--- src/verilog/lanzones_cfg.svh ---
`ifndef LANZONES_CFG_SVH
`define LANZONES_CFG_SVH

`define LZ_XLEN  32
`define LZ_NREGS 32

// major opcodes, bits [6:0] of the instruction
`define LZ_OP_IMM    7'b0010011
`define LZ_OP_REG    7'b0110011
`define LZ_OP_LUI    7'b0110111
`define LZ_OP_JAL    7'b1101111
`define LZ_OP_BRANCH 7'b1100011
`define LZ_OP_LOAD   7'b0000011
`define LZ_OP_STORE  7'b0100011
`define LZ_OP_HALT   7'h7F

`endif

--- src/verilog/lanzonesPkg.sv ---
`include "lanzones_cfg.svh"

package lanzonesPkg;

   typedef logic [`LZ_XLEN-1:0] word_t;
   typedef logic [4:0]          regIdx_t;
   typedef logic [31:0]         addr_t;    // word index, not byte address

   typedef enum logic [4:0] {
      OP_NONE,
      OP_ADD, OP_SUB, OP_AND, OP_OR, OP_XOR, OP_SLT,
      OP_ADDI, OP_ANDI, OP_ORI, OP_XORI, OP_SLTI,
      OP_LUI, OP_JAL,
      OP_BEQ, OP_BNE, OP_BLT, OP_BGE,
      OP_LW, OP_SW
   } aluOp_t;

   typedef enum logic [1:0] {S_HALT, S_FETCH, S_EXEC, S_MEMWAIT} seqState_t;

   typedef struct packed {
      addr_t addr;
      word_t wData;
      logic  wEn;
   } busReq_t;

   typedef struct packed {
      aluOp_t  op;
      regIdx_t rd;
      regIdx_t rs1;
      regIdx_t rs2;
      word_t   imm;       // already sign-extended
      logic    isLoad;
      logic    isStore;
      logic    isBranch;
      logic    writesRd;
      logic    invalid;
      logic    isHalt;
   } decoded_t;

endpackage

--- src/verilog/fetchUnit.sv ---
`timescale 1ns/1ps

module fetchUnit (
   input  logic                  clk,
   input  logic                  rstn,
   input  logic                  lEn,
   input  logic                  fetchDone,
   input  lanzonesPkg::word_t    busRData,
   input  lanzonesPkg::decoded_t dec,
   input  lanzonesPkg::word_t    aluResult,
   input  logic                  branchTaken,
   input  logic                  lsuBusy,
   output logic                  fetchReqValid,
   output lanzonesPkg::busReq_t  fetchReq,
   output lanzonesPkg::word_t    instr,
   output logic                  halt,
   output logic                  startMem,
   output logic                  wbEn,
   output lanzonesPkg::regIdx_t  wbIdx,
   output lanzonesPkg::word_t    wbData
);

   lanzonesPkg::seqState_t state;
   lanzonesPkg::addr_t     pc;
   logic                   stop;
   logic                   takeJump;
   logic                   inExec;

   assign inExec   = (state == lanzonesPkg::S_EXEC);
   assign stop     = dec.isHalt || dec.invalid;
   assign takeJump = (dec.isBranch && branchTaken) || (dec.op == lanzonesPkg::OP_JAL);
   assign startMem = inExec;

   assign fetchReq.addr  = pc;
   assign fetchReq.wData = '0;
   assign fetchReq.wEn   = 1'b0;

   // loads write back through the lsu instead
   assign wbEn   = inExec && dec.writesRd && !dec.isLoad;
   assign wbIdx  = dec.rd;
   assign wbData = (dec.op == lanzonesPkg::OP_JAL) ? pc + 32'd1 : aluResult;

   always_ff @(posedge clk) begin
      if (!rstn) begin
         state         <= lanzonesPkg::S_HALT;
         halt          <= 1'b1;
         fetchReqValid <= 1'b0;
         pc            <= '0;
      end
      else begin
         case (state)
            lanzonesPkg::S_HALT: begin
               if (lEn) begin
                  state         <= lanzonesPkg::S_FETCH;
                  halt          <= 1'b0;
                  fetchReqValid <= 1'b1;
               end
            end
            lanzonesPkg::S_FETCH: begin
               if (fetchDone) begin
                  fetchReqValid <= 1'b0;
                  state         <= lanzonesPkg::S_EXEC;
               end
            end
            lanzonesPkg::S_EXEC: begin
               pc <= takeJump ? dec.imm : pc + 32'd1;   // restart resumes after a halt
               if (stop) begin
                  halt  <= 1'b1;
                  state <= lanzonesPkg::S_HALT;
               end
               else begin
                  fetchReqValid <= 1'b1;
                  state <= (dec.isLoad || dec.isStore) ? lanzonesPkg::S_MEMWAIT
                                                       : lanzonesPkg::S_FETCH;
               end
            end
            lanzonesPkg::S_MEMWAIT: begin
               // next fetch overlaps the data access, arbiter serves data first
               if (fetchDone) begin
                  fetchReqValid <= 1'b0;
               end
               if (!lsuBusy && (fetchDone || !fetchReqValid)) begin
                  state <= lanzonesPkg::S_EXEC;
               end
            end
            default: state <= lanzonesPkg::S_HALT;
         endcase
      end
   end

   always_ff @(posedge clk) begin
      if (fetchDone) begin
         instr <= busRData;
      end
   end

endmodule

--- src/verilog/decoder.sv ---
`timescale 1ns/1ps
`include "lanzones_cfg.svh"

module decoder (
   input  lanzonesPkg::word_t    instr,
   output lanzonesPkg::decoded_t dec
);

   logic [6:0] opcode;
   logic [2:0] funct3;
   logic [6:0] funct7;

   assign opcode = instr[6:0];
   assign funct3 = instr[14:12];
   assign funct7 = instr[31:25];

   always_comb begin
      dec     = '0;
      dec.op  = lanzonesPkg::OP_NONE;
      dec.rd  = instr[11:7];
      dec.rs1 = instr[19:15];
      dec.rs2 = instr[24:20];
      case (opcode)
         `LZ_OP_IMM: begin
            dec.imm      = {{(`LZ_XLEN-12){instr[31]}}, instr[31:20]};
            dec.writesRd = 1'b1;
            case (funct3)
               3'b000:  dec.op = lanzonesPkg::OP_ADDI;
               3'b010:  dec.op = lanzonesPkg::OP_SLTI;
               3'b100:  dec.op = lanzonesPkg::OP_XORI;
               3'b110:  dec.op = lanzonesPkg::OP_ORI;
               3'b111:  dec.op = lanzonesPkg::OP_ANDI;
               default: dec.invalid = 1'b1;   // shifts and sltiu
            endcase
         end
         `LZ_OP_REG: begin
            dec.writesRd = 1'b1;
            if (funct7 == 7'b0000000) begin
               case (funct3)
                  3'b000:  dec.op = lanzonesPkg::OP_ADD;
                  3'b010:  dec.op = lanzonesPkg::OP_SLT;
                  3'b100:  dec.op = lanzonesPkg::OP_XOR;
                  3'b110:  dec.op = lanzonesPkg::OP_OR;
                  3'b111:  dec.op = lanzonesPkg::OP_AND;
                  default: dec.invalid = 1'b1;
               endcase
            end
            else if (funct7 == 7'b0100000 && funct3 == 3'b000) begin
               dec.op = lanzonesPkg::OP_SUB;
            end
            else begin
               dec.invalid = 1'b1;
            end
         end
         `LZ_OP_LUI: begin
            dec.op       = lanzonesPkg::OP_LUI;
            dec.imm      = {instr[31:12], 12'h000};
            dec.writesRd = 1'b1;
         end
         `LZ_OP_JAL: begin
            // target is an absolute word index
            dec.op       = lanzonesPkg::OP_JAL;
            dec.imm      = {{(`LZ_XLEN-20){instr[31]}}, instr[31:12]};
            dec.writesRd = 1'b1;
         end
         `LZ_OP_BRANCH: begin
            dec.imm      = {{(`LZ_XLEN-12){instr[31]}}, funct7, instr[11:7]};
            dec.isBranch = 1'b1;
            case (funct3)
               3'b000:  dec.op = lanzonesPkg::OP_BEQ;
               3'b001:  dec.op = lanzonesPkg::OP_BNE;
               3'b100:  dec.op = lanzonesPkg::OP_BLT;
               3'b101:  dec.op = lanzonesPkg::OP_BGE;
               default: dec.invalid = 1'b1;
            endcase
         end
         `LZ_OP_LOAD: begin
            dec.op       = lanzonesPkg::OP_LW;
            dec.imm      = {{(`LZ_XLEN-12){instr[31]}}, instr[31:20]};
            dec.isLoad   = 1'b1;
            dec.writesRd = 1'b1;
            dec.invalid  = (funct3 != 3'b010);   // word only
         end
         `LZ_OP_STORE: begin
            dec.op      = lanzonesPkg::OP_SW;
            dec.imm     = {{(`LZ_XLEN-12){instr[31]}}, funct7, instr[11:7]};
            dec.isStore = 1'b1;
            dec.invalid = (funct3 != 3'b010);
         end
         `LZ_OP_HALT: dec.isHalt = 1'b1;
         default:     dec.invalid = 1'b1;
      endcase
      // an invalid word must not touch registers or memory
      if (dec.invalid) begin
         dec.writesRd = 1'b0;
         dec.isLoad   = 1'b0;
         dec.isStore  = 1'b0;
         dec.isBranch = 1'b0;
         dec.op       = lanzonesPkg::OP_NONE;
      end
   end

endmodule

--- src/verilog/alu.sv ---
`timescale 1ns/1ps

module alu (
   input  lanzonesPkg::decoded_t dec,
   input  lanzonesPkg::word_t    rs1Data,
   input  lanzonesPkg::word_t    rs2Data,
   output lanzonesPkg::word_t    aluResult,
   output logic                  branchTaken
);

   lanzonesPkg::word_t sum;
   logic               lt;
   logic               ltImm;

   assign sum   = rs1Data + dec.imm;   // addi and load/store address
   assign lt    = $signed(rs1Data) < $signed(rs2Data);
   assign ltImm = $signed(rs1Data) < $signed(dec.imm);

   always_comb begin
      aluResult   = '0;
      branchTaken = 1'b0;
      case (dec.op)
         lanzonesPkg::OP_ADD:  aluResult = rs1Data + rs2Data;
         lanzonesPkg::OP_SUB:  aluResult = rs1Data - rs2Data;
         lanzonesPkg::OP_AND:  aluResult = rs1Data & rs2Data;
         lanzonesPkg::OP_OR:   aluResult = rs1Data | rs2Data;
         lanzonesPkg::OP_XOR:  aluResult = rs1Data ^ rs2Data;
         lanzonesPkg::OP_SLT:  aluResult = {{31{1'b0}}, lt};
         lanzonesPkg::OP_ADDI: aluResult = sum;
         lanzonesPkg::OP_LW:   aluResult = sum;
         lanzonesPkg::OP_SW:   aluResult = sum;
         lanzonesPkg::OP_ANDI: aluResult = rs1Data & dec.imm;
         lanzonesPkg::OP_ORI:  aluResult = rs1Data | dec.imm;
         lanzonesPkg::OP_XORI: aluResult = rs1Data ^ dec.imm;
         lanzonesPkg::OP_SLTI: aluResult = {{31{1'b0}}, ltImm};
         lanzonesPkg::OP_LUI:  aluResult = dec.imm;
         lanzonesPkg::OP_BEQ:  branchTaken = (rs1Data == rs2Data);
         lanzonesPkg::OP_BNE:  branchTaken = (rs1Data != rs2Data);
         lanzonesPkg::OP_BLT:  branchTaken = lt;
         lanzonesPkg::OP_BGE:  branchTaken = !lt;
         default:              aluResult = '0;   // jal link comes from fetch
      endcase
   end

endmodule

--- src/verilog/regFile.sv ---
`timescale 1ns/1ps
`include "lanzones_cfg.svh"

module regFile (
   input  logic                       clk,
   input  logic                       rstn,
   input  lanzonesPkg::regIdx_t       rs1,
   input  lanzonesPkg::regIdx_t       rs2,
   input  logic [1:0]                 wEn,    // [0] fetch writeback, [1] load
   input  lanzonesPkg::regIdx_t [1:0] wIdx,
   input  lanzonesPkg::word_t [1:0]   wData,
   output lanzonesPkg::word_t         rs1Data,
   output lanzonesPkg::word_t         rs2Data
);

   lanzonesPkg::word_t regs [`LZ_NREGS];

   // x0 is never written and reads zero
   assign rs1Data = (rs1 == '0) ? '0 : regs[rs1];
   assign rs2Data = (rs2 == '0) ? '0 : regs[rs2];

   always_ff @(posedge clk) begin
      if (!rstn) begin
         for (int i = 0; i < `LZ_NREGS; i++) begin
            regs[i] <= '0;
         end
      end
      else begin
         // sources never write in the same cycle
         for (int p = 0; p < 2; p++) begin
            if (wEn[p] && wIdx[p] != '0) begin
               regs[wIdx[p]] <= wData[p];
            end
         end
      end
   end

endmodule

--- src/verilog/loadStoreUnit.sv ---
`timescale 1ns/1ps

module loadStoreUnit (
   input  logic                  clk,
   input  logic                  rstn,
   input  logic                  startMem,
   input  lanzonesPkg::decoded_t dec,
   input  lanzonesPkg::word_t    aluResult,
   input  lanzonesPkg::word_t    rs2Data,
   input  logic                  lsuDone,
   input  lanzonesPkg::word_t    busRData,
   output logic                  lsuReqValid,
   output lanzonesPkg::busReq_t  lsuReq,
   output logic                  lsuBusy,
   output logic                  ldWEn,
   output lanzonesPkg::regIdx_t  ldIdx,
   output lanzonesPkg::word_t    ldData
);

   logic memOp;
   logic ldPend;

   assign memOp   = startMem && (dec.isLoad || dec.isStore);
   assign lsuBusy = lsuReqValid || ldWEn;   // covers the load writeback cycle

   always_ff @(posedge clk) begin
      if (!rstn) begin
         lsuReqValid <= 1'b0;
         ldPend      <= 1'b0;
         ldWEn       <= 1'b0;
      end
      else begin
         ldWEn <= 1'b0;
         if (memOp) begin
            lsuReqValid <= 1'b1;
            ldPend      <= dec.isLoad;
         end
         else if (lsuDone) begin
            lsuReqValid <= 1'b0;
            ldPend      <= 1'b0;
            ldWEn       <= ldPend;   // write rd one cycle after done
         end
      end
   end

   always_ff @(posedge clk) begin
      if (memOp) begin
         lsuReq.addr  <= aluResult;
         lsuReq.wData <= rs2Data;
         lsuReq.wEn   <= dec.isStore;
         ldIdx        <= dec.rd;
      end
      if (lsuDone) begin
         ldData <= busRData;
      end
   end

endmodule

--- src/verilog/busArbiter.sv ---
`timescale 1ns/1ps

module busArbiter (
   input  logic                 clk,
   input  logic                 rstn,
   input  logic                 fetchReqValid,
   input  lanzonesPkg::busReq_t fetchReq,
   input  logic                 lsuReqValid,
   input  lanzonesPkg::busReq_t lsuReq,
   input  logic                 rVld,
   output logic                 rRdy,
   output lanzonesPkg::busReq_t rReq,
   output logic                 fetchDone,
   output logic                 lsuDone
);

   logic ownLsu;   // grant owner, held while rRdy is up
   logic xfer;

   assign xfer      = rRdy && rVld;
   assign lsuDone   = xfer && ownLsu;
   assign fetchDone = xfer && !ownLsu;

   always_ff @(posedge clk) begin
      if (!rstn) begin
         rRdy   <= 1'b0;
         ownLsu <= 1'b0;
         rReq   <= '0;
      end
      else if (xfer) begin
         rRdy <= 1'b0;   // one idle cycle after every transfer
      end
      else if (!rRdy) begin
         if (lsuReqValid) begin
            rRdy   <= 1'b1;
            ownLsu <= 1'b1;
            rReq   <= lsuReq;
         end
         else if (fetchReqValid) begin
            rRdy   <= 1'b1;
            ownLsu <= 1'b0;
            rReq   <= fetchReq;
         end
      end
   end

endmodule

--- src/verilog/lanzonesTop.sv ---
`timescale 1ns/1ps

module lanzonesTop (
   input  logic                 clk,
   input  logic                 rstn,
   input  logic                 lEn,
   input  logic                 rVld,
   input  lanzonesPkg::word_t   rData,
   output logic                 rRdy,
   output lanzonesPkg::busReq_t rReq,
   output logic                 halt
);

   lanzonesPkg::decoded_t dec;
   lanzonesPkg::word_t    instr;
   lanzonesPkg::word_t    aluResult;
   lanzonesPkg::word_t    rs1Data;
   lanzonesPkg::word_t    rs2Data;
   lanzonesPkg::word_t    wbData;
   lanzonesPkg::word_t    ldData;
   lanzonesPkg::regIdx_t  wbIdx;
   lanzonesPkg::regIdx_t  ldIdx;
   lanzonesPkg::busReq_t  fetchReq;
   lanzonesPkg::busReq_t  lsuReq;
   logic                  fetchReqValid;
   logic                  lsuReqValid;
   logic                  fetchDone;
   logic                  lsuDone;
   logic                  branchTaken;
   logic                  lsuBusy;
   logic                  startMem;
   logic                  wbEn;
   logic                  ldWEn;

   fetchUnit uFetch (
      .clk, .rstn, .lEn, .fetchDone, .busRData(rData), .dec, .aluResult,
      .branchTaken, .lsuBusy, .fetchReqValid, .fetchReq, .instr, .halt,
      .startMem, .wbEn, .wbIdx, .wbData
   );

   decoder uDec (.instr, .dec);

   alu uAlu (.dec, .rs1Data, .rs2Data, .aluResult, .branchTaken);

   regFile uRegs (
      .clk, .rstn, .rs1(dec.rs1), .rs2(dec.rs2),
      .wEn({ldWEn, wbEn}), .wIdx({ldIdx, wbIdx}), .wData({ldData, wbData}),
      .rs1Data, .rs2Data
   );

   loadStoreUnit uLsu (
      .clk, .rstn, .startMem, .dec, .aluResult, .rs2Data, .lsuDone,
      .busRData(rData), .lsuReqValid, .lsuReq, .lsuBusy, .ldWEn, .ldIdx, .ldData
   );

   busArbiter uArb (
      .clk, .rstn, .fetchReqValid, .fetchReq, .lsuReqValid, .lsuReq, .rVld,
      .rRdy, .rReq, .fetchDone, .lsuDone
   );

endmodule

--- config.mk ---
export PLATFORM = sky130hd
export DESIGN_NAME = lanzonesTop
export DESIGN_NICKNAME = d
export VERILOG_FILES = /design/src/verilog/lanzonesPkg.sv /design/src/verilog/fetchUnit.sv /design/src/verilog/decoder.sv /design/src/verilog/alu.sv /design/src/verilog/regFile.sv /design/src/verilog/loadStoreUnit.sv /design/src/verilog/busArbiter.sv /design/src/verilog/lanzonesTop.sv
export VERILOG_INCLUDE_DIRS = /design/src /design/src/verilog
export SDC_FILE = /design/constraint.sdc
export NUM_CORES = 2
export LEC_CHECK = 0
export BUFFER_PORTS_ARGS = -buffer_cell sky130_fd_sc_hd__buf_2
export CELL_PAD_IN_SITES_DETAIL_PLACEMENT = 0
export CELL_PAD_IN_SITES_GLOBAL_PLACEMENT = 2
export CORE_MARGIN = 4
export CORE_UTILIZATION = 40
export CTS_CLUSTER_DIAMETER = 100
export DETAILED_ROUTE_END_ITERATION = 7
export PLACE_DENSITY_LB_ADDON = 0.1
export REMOVE_ABC_BUFFERS = 1
export SLEW_MARGIN = 20
export SYNTH_ARGS = -nofsm -noshare
export SYNTH_HDL_FRONTEND = slang
export SYNTH_SLANG_ARGS = --single-unit
--- constraint.sdc ---
create_clock -name clk -period 5.6 [get_ports clk]
set_input_delay 0.56 -clock clk [delete_from_list [all_inputs] [get_ports clk]]
set_output_delay 0.56 -clock clk [all_outputs]
set_load 0.03 [all_outputs]
**After elaboration in Yosys (flattened, before gate mapping)**

Memory sizes are Yosys's and may differ from the RTL's. A register that Yosys moved wholly into a read port is not among the register bits.
Cells that the tools add are included.

- Register bits: 240
- Output and inout bits: 67
- RAM bits: 1,024
- Memories: 1
- Bits of input ports: 36

- Eq/ne operators: 46
- Mux-type cells: 63
- $lt $le $gt $ge: 2
- Add/subtract/negate cells: 4
- Reduce and logical (&&, ||, !) cells: 48
- Bitwise logic cells: 10

Memory list:

| memory | depth | bits a word | rd ports | clocked after Yosys merged registers in | wr ports | line | text |
|---|---|---|---|---|---|---|---|
| uRegs.regs | 32 | 32 | 2 | 2 | 32 | regFile.sv:16 | `` lanzonesPkg::word_t regs [`LZ_NREGS]; `` |

Operator list:

| cell | count |
|---|---|
| case mux 32 bit (12 select lines) | 1 |
| two-way mux 32 bit | 6 |
| two-way mux 65 bit | 2 |
| case mux 32 bit (4 select lines) | 1 |
| adder 32 bit | 2 |
| bitwise AND 32 bit | 2 |
| less-than comparator 32 bit | 2 |
| OR 32 bit | 2 |
| OR reduction 32 bit | 2 |
| XOR 32 bit | 2 |
| == test 5 x 4 -> 1 bit (second input constant) | 8 |
| case mux 5 bit (7 select lines) | 1 |
| adder 32 x 1 -> 32 bit (second input constant) | 1 |
| == test 32 bit | 1 |
| inequality test 32 bit | 1 |
| subtractor 32 bit | 1 |
| two-way mux 1 bit | 31 |
| == test 7 x 6 -> 1 bit (second input constant) | 4 |
| two-way mux 5 bit | 5 |
| == test 7 bit (second input constant) | 3 |
| == test 5 x 3 -> 1 bit (second input constant) | 4 |
| == test 5 bit (second input constant) | 4 |
| case mux 4 bit (5 select lines) | 1 |
| case mux 5 bit (4 select lines) | 1 |
| other kinds (36) | 85 |

**Longest topological paths before layout**

- Depth in word-level cells: 14
- Gate-level depth with buffers: 26
- Mapped depth without buffers: 20

**Modules after synthesis**

From an unflattened synthesis, not the netlist that was laid out.

- Cells, all modules: 6,019
- Area total of the unflattened synthesis: 76,905.0 sq um

By module, submodules not included:

| module | cells an instance | area an instance (sq um) | sequential area each (sq um) | instances |
|---|---|---|---|---|
| regFile | 3,893 | 58,442.3 | 30,749.5 | 1 |
| alu | 1,124 | 7,149.4 | 0.0 | 1 |
| fetchUnit | 490 | 4,113.9 | 1,681.6 | 1 |
| loadStoreUnit | 116 | 3,189.3 | 3,123.0 | 1 |
| busArbiter | 230 | 2,922.8 | 1,341.3 | 1 |
| decoder | 166 | 1,087.3 | 0.0 | 1 |

**Worst setup path before layout**

Ideal clock, no wire load.

- Kind: register to register
- From: register with a tool-made name
- To: register uFetch.pc[18]
- Stages on the path, launching flop included: 21
- Path slack: -0.067 ns
- Arrival time: 5.577 ns
- Library setup time: 0.090 ns
- Path buffers: 5
- Cell sequence: dfxtp_1 buf_6 buf_4 buf_4 buf_2 mux4_2 mux4_2 a22o_1 ha_1 a21o_1 a21oi_1 o31a_1 o41ai_1 a211oi_1 a21oi_1 mux2_2 nor2_1 buf_2 mux2i_1 nand2_1 a21oi_1

RTL lines:

| what | line | text |
|---|---|---|
| to (signal assigned) | fetchUnit.sv:66 | `pc <= takeJump ? dec.imm : pc + 32'd1;` |
| to (decl) | fetchUnit.sv:24 | `lanzonesPkg::addr_t pc;` |

==> metrics.md <==
| Metric | Value |
|---|---|
| Worst VDD drop | between 0.2 and 0.3 mV |
| Core footprint | 188,000 um2 |
| Setup WS pre-CTS | -0.528 ns |
| FFs w/ async S/R, synth | 0 |
| Seq/Total Area, Yosys | 0.489 |
| Clock input transition at the sequential cells of the worst setup and hold paths | 0.06 ns |
| Reg2reg path depth | 24 |
| Max_slew headroom | 0.132 |
| Post-synth top area share | 0.458 |
| Synthesized area per cell | 11.6 um2 |
| Failing checks | setup timing |
| Synth Warn # | 0 |
| Setup tns final | -10.67 ns |
| GP Congestion | 0.973 |
| Final wirelength | 349,000 um |
| H-Tree Depth | 4 |
| Longest Clk Path Bufs | 3 |
| GR Overflow Total | 0 |
| Fill cells | 16,600 |
| Area Overhead vs Synth | 22.5% |
| Worst path arrival time | between 6 and 7 ns |
| CTS tree | done |
| Initial antenna violation count | 15 |
| Layout cells sized above 1 | 0.301 |
| Run status | complete, but fails checks |
| Final nets | 7,186 |
| First-pass GRT wire length | 482,000 um |
| Synth Register Bits | 1,274 |
| Hold Startpoint | rData[16] |
| Hold Path Cell Cnt | 1 |
| Routed vias | 64,000 |
| Largest net degree at the start of global routing | 99 |
| P per Cell Area | 291 nW/um2 |
| Starting Density | 0.403 |
| Hold Crit Class | input pin to flop |
| Synth Instances | 6,513 |
| Iter 0 DRT Violations | roughly 8,700 |
| Vias in the first global route | 62,000 |
| Layout Utilization | 0.494 |
| Clock sink count | ~1,300 |
| Slew @ Worst Pin | 1.29 ns |
| HPWL Detailed | between 200,000 and 250,000 um |
| Overall die area | 197,000 um2 |
| Fmax | 174 MHz |
| Cell with the most instances after synthesis | edfxtp_1 |
| FF-to-FF End | uRegs.regs[31][19] |
| Num CTS Buffers | 152 |
| Max Slew Vio Count | 0 |
| Via-per-instance ratio | 6.61 |
| Most common library cells after synthesis | edfxtp_1, nand2_1, o21ai_0, mux4_2, clkbuf_1 |
| Max_cap viols | 0 |
| Final setup skew | roughly 0.039 ns |
| FF-to-FF setup slack | -0.16 ns |
| Max FO, Critical Path | 15 |
| Lkg Pwr | around 32 nW |
| Final Hold Fails | 0 |
| RSZ-0062 raised after global routing | yes |
| Drt wl/cell | ~36 um |
| Worst setup margin | -0.158 ns |
| Netlist Area Pre-Place | 75,900 um2 |
| Chip width | 443 um |
| Synth top area cells | edfxtp_1, mux4_2, o21ai_0 |
| Synth cell types | 101 |
| Fin crit period | 5.76 ns |
| Port bufs | 102 |
| Number of detailed-route iterations in the first pass | 8 |
| Rows | 159 |
| Leading area contributor after synthesis | edfxtp_1 |
| Post-DRT Antenna Nets | 0 |
| DRC Markers | 0 |
| Crit. End Element | flop |
| Final Total Pwr | approximately 27 mW |
| Min-Delay Endpoint | uLsu.ldData[16] |
| Fin crit share | 1.03 |
| EDFF count, synth | between 1,000 and 1,500 |
| Die height | around 440 um |
| WP data required | approximately 6.1 ns |
| Total Routing Usage GR | 0.345 |
| # IOs | 103 |
| CTS root buf | clkbuf_16 |
| Prevailing post-synth register cell | edfxtp_1 |
| Critical Path Start Type | flop |
| Final setup vio count | 130 |
| Worst-skew pair later-pin latency | 0.84 ns |
| Setup CP Type | flop to flop |
[routing by layer]
layer,track usage,wire length (um)
met4,0.179,21400
met1,0.446,131000
met3,0.0678,36100
met2,0.552,161000
met5,0,253
[timing repair]
item / 4_1_cts / 5_1_grt
buffers inserted: 75 / 28
pin swaps: 46 / 59
resized for setup: 187 / 129
cloned: 21 / 11
setup endpoints to repair: 624 / 673
endpoints found under the hold margin: 34 / 0
hold buffers: 17 / 0
[logic make-up after synthesis]
family                   after synthesis  share of synthesized area
XOR/XNOR                             104                     0.0120
other                                  1                  0.0000494
multiplexers                         688                      0.191
buffers and inverters                779                     0.0453
flip-flops                          1274                      0.489
AO/OA/AOI/OAI                       1788                      0.144
AND/OR/NAND/NOR                     1781                      0.102
adder cells (fa/ha/maj)               98                     0.0163
[critical path, stage by stage, from the launching register on]
cell and delay (ns):
dfxtp_4 0.37, buf_12 0.15, buf_16 0.18, mux4_2 0.53, mux4_2 0.58, a22oi_2 0.23, buf_4 0.17, inv_1 0.06
buf_4 0.15, ha_1 0.31, buf_4 0.16, nand2_4 0.08, a31oi_4 0.09, o41a_1 0.55, buf_6 0.18, buf_6 0.11
a32oi_2 0.17, xor2_1 0.23, nor2_2 0.09, nor4b_2 0.32, o21ai_2 0.13, a21oi_4 0.18, buf_12 0.18, buf_16 0.17
o21ai_2 0.06
[sequential cells by signal, summed over array words and instances, names as in the netlist, named ones only]
register / count
uLsu.lsuReqValid: 1
uRegs.regs: 1024
uLsu.ldWEn: 1
uFetch.halt: 1
uArb.ownLsu: 1
uArb.rReq: 65
uArb.rRdy: 1
uFetch.pc: 32
uLsu.ldIdx: 5
uFetch.state: 2
uFetch.fetchReqValid: 1
uFetch.instr: 32
uLsu.ldData: 32
uLsu.ldPend: 1
uLsu.lsuReq: 65
[layout by cell type, fill, tap and decap left out, drive strengths merged, types with 12 or more instances in the layout]
cell	synthesis	layout
a21oi	241	241
o21ai	955	955
mux4	607	607
or3	39	39
nor2b	32	32
clkinv	0	56
a221oi	21	21
dfxtp	116	116
clkbuf	505	213
a31oi	18	18
nor4	23	23
xnor2	67	67
mux2i	64	64
nor3	63	63
and3	31	31
a22o	140	140
nand4	34	34
mux2	17	17
buf	188	1013
o211ai	24	24
o22ai	23	23
a21o	45	45
nand3	131	131
edfxtp	1158	1158
nand2b	23	23
nor2	240	240
ha	95	95
o21a	14	14
xor2	37	37
inv	86	95
o221ai	38	38
a211oi	86	86
nand2	1102	1102
a22oi	67	67
dlygate4sd3	0	17
conb	1	32
o311ai	12	12
[power breakdown]
part | leakage, nW | switching [mW] | internal (mW) | total [mW]
clock network | 2.42 | 4.31 | 5.73 | 10.0
registers | 12.7 | 0.185 | 10.7 | 10.9
logic | 17.2 | 3.43 | 2.69 | 6.12
[worst max-delay path by stage]
stage,depth (start not counted),endpoint,startpoint
after floorplan,18,uFetch.pc[19],flop
after global placement,23,uRegs.regs[30][23],flop
after detailed placement,23,uRegs.regs[27][23],flop
after CTS,25,uRegs.regs[6][23],flop
after global routing,24,uRegs.regs[16][23],flop
final,24,uRegs.regs[31][19],flop
[stage by stage]
step	std cells	cell area (um2)	hold WS [ns]
finish	9680	92900	0.0614
global route	9678	92900	0.0227
CTS	9632	91900	0.0129
detailed placement	9242	84700	0.437
global placement	9237	84600	0.431
floorplan	5851	72900	0.422
[layout make-up]
type / count / area (um2) / area share
Sequential cell: 1274 / 37100 / 0.400
Multi-Input combinational cell: 4491 / 37200 / 0.400
Antenna cell: 6 / 15.0 / 0.000162
Timing Repair Buffer: 1048 / 10200 / 0.110
Clock buffer: 203 / 4180 / 0.0450
Clock inverter: 77 / 756 / 0.00814
Tap cell: 2495 / 3120 / 0.0336
Inverter: 86 / 337 / 0.00362
Note: power is estimated with default switching activity, not from simulation.
